<file path="config.mk">
export PLATFORM = sky130hd
export DESIGN_NAME = cal_top
export DESIGN_NICKNAME = d
export VERILOG_FILES = /design/src/logic/cal_pkg.sv /design/src/logic/cal_regs.sv /design/src/logic/cal_scale.sv /design/src/logic/cal_top.sv
export SDC_FILE = /design/constraint.sdc
export NUM_CORES = 2
export LEC_CHECK = 0
export ABC_AREA = 1
export ABC_CLOCK_PERIOD_IN_PS = 6500
export BUFFER_PORTS_ARGS = -buffer_cell sky130_fd_sc_hd__buf_4
export CAP_MARGIN = 20
export CORE_MARGIN = 5
export CORE_UTILIZATION = 55
export CTS_CLUSTER_DIAMETER = 200
export DETAILED_ROUTE_END_ITERATION = 8
export PLACE_DENSITY_LB_ADDON = 0.3
export RECOVER_POWER = 50
export SLEW_MARGIN = 20
export SYNTH_ARGS = -nofsm -noshare
export SYNTH_HDL_FRONTEND = slang
export SYNTH_HIERARCHICAL = 1
export SYNTH_SLANG_ARGS = --single-unit
</file>
<file path="constraint.sdc">
create_clock -name clk -period 6.5 [get_ports clk]
set_input_delay 0.65 -clock clk [delete_from_list [all_inputs] [get_ports clk]]
set_output_delay 0.65 -clock clk [all_outputs]
set_load 0.03 [all_outputs]
</file>
<file path="src/logic/cal_pkg.sv">
// Shared definitions for the converter calibration block.
// Holds the register map of the bus and the widths of address decode and
// bus words. Modules refer to these by scoped name.

`default_nettype none

package cal_pkg;

  ////////////////////////////////////////
  // bus geometry
  ////////////////////////////////////////

  localparam int unsigned BUS_W = 32;  // bus address and data width
  localparam int unsigned DEC_W = 20;  // low address bits decoded, rest is window

  ////////////////////////////////////////
  // register map
  ////////////////////////////////////////

  // byte offsets inside the window, one 32-bit word per register
  typedef enum logic [DEC_W-1:0] {
    ADC_MUL0 = 'h40,  // adc ch0 gain
    ADC_SUM0 = 'h44,  // adc ch0 offset
    ADC_MUL1 = 'h48,  // adc ch1 gain
    ADC_SUM1 = 'h4C,  // adc ch1 offset
    DAC_MUL0 = 'h50,  // dac ch0 gain
    DAC_SUM0 = 'h54,  // dac ch0 offset
    DAC_MUL1 = 'h58,  // dac ch1 gain
    DAC_SUM1 = 'h5C   // dac ch1 offset
  } cal_reg_e;

endpackage : cal_pkg

`default_nettype wire

</file>
<file path="src/logic/cal_regs.sv">
// Calibration register bank on the system bus.
// Holds gain and offset for two ADC and two DAC channels. A one-cycle wen or
// ren strobe is answered by a one-cycle ack on the next clock; rdata and err
// are valid with ack. Unmapped offsets raise err, writes to them are dropped
// and reads return zero.

`timescale 1ns/1ps
`default_nettype none

module cal_regs #(
  parameter int unsigned DWM = 16,  // gain width
  parameter int unsigned DWS = 14   // offset width
) (
  input  logic                         clk,
  input  logic                         rstn,
  // system bus
  input  logic [cal_pkg::BUS_W-1:0]    sys_addr,
  input  logic [cal_pkg::BUS_W-1:0]    sys_wdata,
  input  logic                         sys_wen,
  input  logic                         sys_ren,
  output logic [cal_pkg::BUS_W-1:0]    sys_rdata,
  output logic                         sys_ack,
  output logic                         sys_err,
  // calibration values to the pipelines
  output logic signed [1:0][DWM-1:0]   adc_mul,
  output logic signed [1:0][DWS-1:0]   adc_sum,
  output logic signed [1:0][DWM-1:0]   dac_mul,
  output logic signed [1:0][DWS-1:0]   dac_sum
);

  // unity gain, binary point sits DWM-2 bits up
  localparam logic [DWM-1:0] UNITY = DWM'(1) << (DWM - 2);

  cal_pkg::cal_reg_e             reg_sel;  // decoded offset
  logic                          hit;      // offset is in the map
  logic [cal_pkg::BUS_W-1:0]     rd_val;   // sign-extended read value
  logic                          sys_en;

  assign reg_sel = cal_pkg::cal_reg_e'(sys_addr[cal_pkg::DEC_W-1:0]);
  assign sys_en  = sys_wen | sys_ren;

  ////////////////////////////////////////
  // address decode and read mux
  ////////////////////////////////////////

  // elements of a packed array come out unsigned, $signed restores the sign
  // so the assignment extends it to the bus width
  always_comb begin
    hit    = 1'b1;
    rd_val = '0;
    case (reg_sel)
      cal_pkg::ADC_MUL0: rd_val = $signed(adc_mul[0]);
      cal_pkg::ADC_SUM0: rd_val = $signed(adc_sum[0]);
      cal_pkg::ADC_MUL1: rd_val = $signed(adc_mul[1]);
      cal_pkg::ADC_SUM1: rd_val = $signed(adc_sum[1]);
      cal_pkg::DAC_MUL0: rd_val = $signed(dac_mul[0]);
      cal_pkg::DAC_SUM0: rd_val = $signed(dac_sum[0]);
      cal_pkg::DAC_MUL1: rd_val = $signed(dac_mul[1]);
      cal_pkg::DAC_SUM1: rd_val = $signed(dac_sum[1]);
      default:           hit    = 1'b0;  // hole or misaligned
    endcase
  end

  ////////////////////////////////////////
  // register writes
  ////////////////////////////////////////

  always_ff @(posedge clk) begin
    if (!rstn) begin
      adc_mul <= {UNITY, UNITY};  // gain 1.0 on both channels
      adc_sum <= '0;
      dac_mul <= {UNITY, UNITY};
      dac_sum <= '0;
    end else if (sys_wen) begin
      case (reg_sel)
        cal_pkg::ADC_MUL0: adc_mul[0] <= sys_wdata[DWM-1:0];
        cal_pkg::ADC_SUM0: adc_sum[0] <= sys_wdata[DWS-1:0];
        cal_pkg::ADC_MUL1: adc_mul[1] <= sys_wdata[DWM-1:0];
        cal_pkg::ADC_SUM1: adc_sum[1] <= sys_wdata[DWS-1:0];
        cal_pkg::DAC_MUL0: dac_mul[0] <= sys_wdata[DWM-1:0];
        cal_pkg::DAC_SUM0: dac_sum[0] <= sys_wdata[DWS-1:0];
        cal_pkg::DAC_MUL1: dac_mul[1] <= sys_wdata[DWM-1:0];
        cal_pkg::DAC_SUM1: dac_sum[1] <= sys_wdata[DWS-1:0];
        default: ;  // unmapped, nothing changes
      endcase
    end
  end

  ////////////////////////////////////////
  // bus response
  ////////////////////////////////////////

  always_ff @(posedge clk) begin
    if (!rstn) begin
      sys_ack <= 1'b0;
      sys_err <= 1'b0;
    end else begin
      sys_ack <= sys_en;          // one cycle after the strobe
      sys_err <= sys_en & ~hit;   // rises together with ack
    end
  end

  // read data, zero on an unmapped offset
  always_ff @(posedge clk) begin
    if (sys_ren) begin
      sys_rdata <= hit ? rd_val : '0;
    end
  end

endmodule : cal_regs

`default_nettype wire

</file>
<file path="src/logic/cal_scale.sv">
// Scaling pipeline for one converter channel.
// Applies dout = clamp(((din + sum) * mul) >>> (DWM-2)) with three register
// stages: offset add, gain multiply, then rescale and saturate. One sample
// enters per clock, latency is three clocks.

`timescale 1ns/1ps
`default_nettype none

module cal_scale #(
  parameter int unsigned DWM = 16,  // gain width, unity at 1 << (DWM-2)
  parameter int unsigned DWS = 14   // sample and offset width
) (
  input  logic                  clk,
  input  logic                  rstn,
  input  logic signed [DWS-1:0] din,   // raw sample
  input  logic signed [DWM-1:0] mul,   // gain
  input  logic signed [DWS-1:0] sum,   // offset
  output logic signed [DWS-1:0] dout   // calibrated sample
);

  localparam int unsigned PW = DWS + 1 + DWM;  // full product width

  // saturation limits of the output sample
  localparam logic signed [DWS-1:0] SMAX = {1'b0, {(DWS-1){1'b1}}};
  localparam logic signed [DWS-1:0] SMIN = {1'b1, {(DWS-1){1'b0}}};

  logic signed [DWS:0]    s1_sum;   // stage 1, offset applied
  logic signed [PW-1:0]   s2_prod;  // stage 2, gain applied
  logic signed [PW-1:0]   shifted;  // rescaled product
  logic signed [DWS-1:0]  sat;      // clamped result

  ////////////////////////////////////////
  // stage 1 and 2
  ////////////////////////////////////////

  always_ff @(posedge clk) begin
    if (!rstn) begin
      s1_sum  <= '0;
      s2_prod <= '0;
    end else begin
      s1_sum  <= din + sum;      // one extra bit, cannot overflow
      s2_prod <= s1_sum * mul;   // signed, full width
    end
  end

  ////////////////////////////////////////
  // stage 3, rescale and clamp
  ////////////////////////////////////////

  // arithmetic shift rounds toward minus infinity
  assign shifted = s2_prod >>> (DWM - 2);

  always_comb begin
    if (shifted > SMAX) begin
      sat = SMAX;                  // positive full scale
    end else if (shifted < SMIN) begin
      sat = SMIN;                  // negative full scale
    end else begin
      sat = shifted[DWS-1:0];      // in range, plain truncation
    end
  end

  always_ff @(posedge clk) begin
    if (!rstn) begin
      dout <= '0;
    end else begin
      dout <= sat;
    end
  end

endmodule : cal_scale

`default_nettype wire

</file>
<file path="src/logic/cal_top.sv">
// Top level of the converter calibration block.
// The register bank on the system bus feeds gain and offset to four scaling
// pipelines, two for the ADC channels and two for the DAC channels.
// Samples flow every clock with a fixed latency of three clocks; bus
// accesses are acknowledged one clock after the strobe.

`timescale 1ns/1ps
`default_nettype none

module cal_top #(
  parameter int unsigned DWM = 16,  // gain width
  parameter int unsigned DWS = 14   // sample and offset width
) (
  input  logic                       clk,
  input  logic                       rstn,
  // system bus
  input  logic [cal_pkg::BUS_W-1:0]  sys_addr,
  input  logic [cal_pkg::BUS_W-1:0]  sys_wdata,
  input  logic                       sys_wen,
  input  logic                       sys_ren,
  output logic [cal_pkg::BUS_W-1:0]  sys_rdata,
  output logic                       sys_ack,
  output logic                       sys_err,
  // adc sample streams
  input  logic signed [DWS-1:0]      adc_in0,
  input  logic signed [DWS-1:0]      adc_in1,
  output logic signed [DWS-1:0]      adc_out0,
  output logic signed [DWS-1:0]      adc_out1,
  // dac sample streams
  input  logic signed [DWS-1:0]      dac_in0,
  input  logic signed [DWS-1:0]      dac_in1,
  output logic signed [DWS-1:0]      dac_out0,
  output logic signed [DWS-1:0]      dac_out1
);

  // calibration values, index selects the channel
  logic signed [1:0][DWM-1:0] adc_mul;
  logic signed [1:0][DWS-1:0] adc_sum;
  logic signed [1:0][DWM-1:0] dac_mul;
  logic signed [1:0][DWS-1:0] dac_sum;

  ////////////////////////////////////////
  // register bank
  ////////////////////////////////////////

  cal_regs #(.DWM(DWM), .DWS(DWS)) u_regs (
    .clk       (clk),
    .rstn      (rstn),
    .sys_addr  (sys_addr),
    .sys_wdata (sys_wdata),
    .sys_wen   (sys_wen),
    .sys_ren   (sys_ren),
    .sys_rdata (sys_rdata),
    .sys_ack   (sys_ack),
    .sys_err   (sys_err),
    .adc_mul   (adc_mul),
    .adc_sum   (adc_sum),
    .dac_mul   (dac_mul),
    .dac_sum   (dac_sum)
  );

  ////////////////////////////////////////
  // scaling pipelines
  ////////////////////////////////////////

  cal_scale #(.DWM(DWM), .DWS(DWS)) u_adc0 (
    .clk(clk), .rstn(rstn), .din(adc_in0),
    .mul(adc_mul[0]), .sum(adc_sum[0]), .dout(adc_out0)
  );

  cal_scale #(.DWM(DWM), .DWS(DWS)) u_adc1 (
    .clk(clk), .rstn(rstn), .din(adc_in1),
    .mul(adc_mul[1]), .sum(adc_sum[1]), .dout(adc_out1)
  );

  cal_scale #(.DWM(DWM), .DWS(DWS)) u_dac0 (
    .clk(clk), .rstn(rstn), .din(dac_in0),
    .mul(dac_mul[0]), .sum(dac_sum[0]), .dout(dac_out0)
  );

  cal_scale #(.DWM(DWM), .DWS(DWS)) u_dac1 (
    .clk(clk), .rstn(rstn), .din(dac_in1),
    .mul(dac_mul[1]), .sum(dac_sum[1]), .dout(dac_out1)
  );

endmodule : cal_top

`default_nettype wire

</file>
==> impl_results.rst <==
.. list-table::
   :header-rows: 1

   * - Metric
     - Value
   * - Number of enable-type register cells in the synthesized netlist
     - 16
   * - H-tree depth reported by CTS
     - 2
   * - Total Neg Setup Slack
     - 0 ns
   * - Internal power
     - 0.003806 W
   * - Kind of end point of the critical path
     - flip-flop
   * - Maximum buffer depth of the clock tree
     - 3
   * - Number of inserted filler cells in the final layout
     - 8867
   * - Sequential cell area fraction in the yosys report
     - 0.1243
   * - Maximum VDD drop
     - 150.4 uV
   * - Status
     - complete, but fails checks
   * - Sequential group share of total power
     - 0.387
   * - Most frequent standard cell in the layout excluding fill and tap cells
     - sky130_fd_sc_hd__inv_1
   * - Failing checks
     - capacitance limit, slew limit
   * - Area share of the largest cell type after synthesis
     - 0.3542
   * - Combinational group share of total power
     - 0.208
   * - Number of distinct library cells after synthesis
     - between 40 and 50
   * - Hpwl dp
     - approximately 110000 um
   * - Setup Skew
     - 0.02879 ns
   * - Global-route wire length before repair
     - 228000 um
   * - Layout overhead on the synthesized area
     - 6.601%
   * - Largest cells by area after synthesis
     - sky130_fd_sc_hd__fa_1 35%, sky130_fd_sc_hd__inv_1 13%, sky130_fd_sc_hd__nand2_1 13%
   * - Maximum net fanout on the critical path
     - 17
   * - Wirelength, routed
     - 138600 um
   * - Effective utilization at floorplan
     - 0.5518
   * - Final clock period utilization by the worst path
     - 0.9312
   * - Number of buffers inserted for hold repair after clock tree synthesis
     - 0
   * - Number of instances in the synthesized netlist
     - 7222
   * - Reported net switching power
     - 0.001847 W
   * - Drt first pass iters
     - 8
   * - Nets
     - 8696
   * - Clock transition at the register clock pins on the worst setup and hold paths after CTS
     - 0.07 ns
   * - Post-synthesis instance area
     - about 53000 um^2
   * - Remaining global-route overflow
     - 0
   * - Cell taking the most area after synthesis
     - sky130_fd_sc_hd__fa_1
   * - Max-cap violations
     - 4
   * - Most instantiated flip-flop cell in the synthesis netlist
     - sky130_fd_sc_hd__dfxtp_1
   * - Total CTS buffers
     - 39
   * - Min cycle time layout
     - just over 6 ns
   * - Source-to-sink clock delay at the later pin of the worst-skew pair
     - 0.59 ns
   * - Boundary pin count
     - 214
   * - Width of the die
     - 320.8 um
   * - Type of the worst min-delay path
     - in -> reg
   * - Fraction of power spent switching nets
     - 0.3268
   * - Initial antenna violation count
     - 5
   * - Routability-driven placement congestion ratio
     - 0.9355
   * - Number of remaining DRC errors
     - 0
   * - First-iteration detailed-routing DRC count
     - ~3200
   * - Unrepaired setup endpoints after global routing
     - false
   * - Part of the total power dissipated in the clock network
     - 0.404
   * - Worst Setup Path Type
     - reg -> reg
   * - Power density over the cells
     - 99.83 nW/um^2
   * - Number of nets still failing antenna checks after routing
     - 0
   * - Share of final-layout standard cells stronger than drive strength 1
     - 0.04887
   * - Via count of the first global-routing pass
     - ~45000
   * - Root buffer cell
     - sky130_fd_sc_hd__clkbuf_16
   * - Max-slew violation total from the final report
     - 211
   * - Die outline height
     - 320.8 um
   * - Most frequent cells in the layout
     - 1884 x sky130_fd_sc_hd__inv_1, 1862 x sky130_fd_sc_hd__nand2_1, 940 x sky130_fd_sc_hd__fa_1, 691 x sky130_fd_sc_hd__nor2_1, 376 x sky130_fd_sc_hd__ha_1
   * - Sort of element at the start of the critical path
     - flip-flop
   * - Detailed-route vias per instance
     - approximately 5.1
   * - Post-Synthesis Net Count
     - 8662
   * - Total of flip-flops plus latches after synthesis
     - 322
   * - Total core area
     - just under 100000 um^2
   * - Mean routed wirelength per cell
     - 16.18 um
   * - CTS tree
     - yes
   * - WP data arrival
     - 6.53 ns
   * - Gr usage total
     - 0.2720
   * - Clock Sink Count
     - 322
   * - Setup violations, final
     - 0
   * - Mean instance size in the synthesized netlist
     - 7.356 um^2
   * - Routed via count
     - between 40000 and 50000
   * - Dpl cells
     - approximately 8500
   * - Proportion of synthesized flip-flops having asynchronous set or reset
     - 0
   * - Max_slew headroom
     - -0.8634
   * - Pin count of the biggest net entering global routing
     - about 130
   * - Transition time at the pin with the least slew margin
     - 2.795 ns
   * - Warnings, synthesis
     - 6
   * - Critical Path RT
     - 6.98 ns
   * - Post-layout instance count excluding filler cells
     - 8564
   * - Number of buffers added on ports
     - 185
   * - Maximum clock frequency
     - between 150 and 200 MHz
   * - Die Area
     - 102900 um^2
   * - Final hold slack
     - 0.3750 ns
   * - P_leak
     - roughly 34 nW
   * - Number of post-CTS setup repair buffers
     - 0
   * - Hold violation total from the final report
     - 0
   * - FP Rows
     - 114
## critical path, cell delays in order (launching register included)
cell	delay [ns]
sky130_fd_sc_hd__dfxtp_1	0.87
sky130_fd_sc_hd__nand2_1	0.16
sky130_fd_sc_hd__fa_1	0.52
sky130_fd_sc_hd__inv_1	0.06
sky130_fd_sc_hd__fa_1	0.50
sky130_fd_sc_hd__inv_1	0.05
sky130_fd_sc_hd__fa_1	0.48
sky130_fd_sc_hd__inv_1	0.06
sky130_fd_sc_hd__fa_1	0.50
sky130_fd_sc_hd__fa_1	0.54
sky130_fd_sc_hd__inv_1	0.05
sky130_fd_sc_hd__fa_1	0.52
sky130_fd_sc_hd__inv_1	0.04
sky130_fd_sc_hd__ha_1	0.32
sky130_fd_sc_hd__a21oi_1	0.27
sky130_fd_sc_hd__o21ai_0	0.19
sky130_fd_sc_hd__a21oi_1	0.22
sky130_fd_sc_hd__nand2_1	0.18
sky130_fd_sc_hd__a21oi_1	0.21
sky130_fd_sc_hd__nand2_1	0.07
sky130_fd_sc_hd__nand2_1	0.06
sky130_fd_sc_hd__nor2_1	0.06
## sequential cells by signal (all words and copies together) (netlist names)
| register | count |
|---|---|
| u_adc0/dout | 14 |
| u_adc0/s1_sum | 15 |
| u_adc0/s2_prod | 17 |
| u_adc1/dout | 14 |
| u_adc1/s1_sum | 15 |
| u_adc1/s2_prod | 17 |
| u_dac0/dout | 14 |
| u_dac0/s1_sum | 15 |
| u_dac0/s2_prod | 17 |
| u_dac1/dout | 14 |
| u_dac1/s1_sum | 15 |
| u_dac1/s2_prod | 17 |
| u_regs/adc_mul | 32 |
| u_regs/adc_sum | 28 |
| u_regs/dac_mul | 32 |
| u_regs/dac_sum | 28 |
| u_regs/sys_ack | 1 |
| u_regs/sys_err | 1 |
| u_regs/sys_rdata | 16 |
## area by class of cell
| cell class | count | area (um^2) | share of cell area |
|---|---|---|---|
| antenna | 3 | 7.507 | 0.0001326 |
| clock buffer | 56 | 1192 | 0.02105 |
| clock inverter | 14 | 133.9 | 0.002364 |
| inverter | 1887 | 7083 | 0.1251 |
| multi-input combinational | 4717 | 38120 | 0.6731 |
| sequential | 322 | 6608 | 0.1167 |
| tap | 1276 | 1597 | 0.02819 |
| timing repair buffer | 289 | 1893 | 0.03343 |
## cell families after synthesis
logic type / share of synthesized area
and+or+nand+nor: 0.2250
DFF: 0.1243
xor gates and xnor gates: 0.005770
adders and majority gates: 0.4428
buffers and inverters: 0.1583
AOI/OAI and AO/OA: 0.04381
## stage by stage
| step | instance area (um^2) | setup WS (ns) | power (W) | util |
|---|---|---|---|---|
| 3_5_place_dp | 55610 | 0.3176 | 0.003437 | 0.5776 |
| 4_1_cts | 56930 | 0.3122 | 0.005738 | 0.5913 |
| 5_1_grt | 56630 | 0.1206 | 0.005941 | 0.5882 |
| 3_3_place_gp | 55610 | 0.4332 | 0.003420 | 0.5776 |
| 6_report | 56630 | 0.4474 | 0.005654 | 0.5882 |
| 2_1_floorplan | 53130 | 0.8034 | 0.003015 | - |
## power groups by stage
stage          Combinational (W)  Sequential, W  Clock (W)
4_1_cts                  0.00122        0.00219    0.00233
3_5_place_dp             0.00121        0.00223          0
5_1_grt                  0.00133        0.00220    0.00242
6_report                 0.00118        0.00219    0.00229
3_3_place_gp             0.00119        0.00223          0
2_1_floorplan           0.000762        0.00225          0
## worst paths after layout
kind | start | end | slack (ns) | cells after the start
worst max register to register | u_regs/adc_mul[7] | u_adc0/s2_prod[30] | 0.45 | 21
worst max-delay path | u_regs/adc_mul[7] | u_adc0/s2_prod[30] | 0.45 | 21
worst min register to register | u_adc0/s2_prod[18] | u_adc0/dout[4] | 0.44 | 2
worst min-delay path | adc_in1[0] | u_adc1/s1_sum[0] | 0.37 | 4
## cells in the mapped netlist (20+ instances only)
cell type                     n
sky130_fd_sc_hd__nand3_1    112
sky130_fd_sc_hd__or2_2       20
sky130_fd_sc_hd__clkbuf_1   198
sky130_fd_sc_hd__buf_2       58
sky130_fd_sc_hd__nor2_1     690
sky130_fd_sc_hd__nand4_1    140
sky130_fd_sc_hd__inv_1     1884
sky130_fd_sc_hd__nor3_1      30
sky130_fd_sc_hd__buf_4       22
sky130_fd_sc_hd__a21oi_1    256
sky130_fd_sc_hd__o21bai_1    23
sky130_fd_sc_hd__ha_1       376
sky130_fd_sc_hd__nand2_2     29
sky130_fd_sc_hd__fa_1       940
sky130_fd_sc_hd__dfxtp_1    306
sky130_fd_sc_hd__nand2_1   1862
sky130_fd_sc_hd__o21ai_0    108
## per-layer routing
metal | GRT usage | share of wire
met2 | 0.4554 | 0.47
met1 | 0.3666 | 0.42
met5 | 0 | 0.00010
met3 | 0.04486 | 0.079
met4 | 0.08357 | 0.033
## timing repair
item                                    4_1_cts  5_1_grt
hold endpoints to repair                      0        0
resized for setup                             0        1
endpoints found under the setup margin        0        2
No activity file was read; power rests on OpenSTA's default activity.
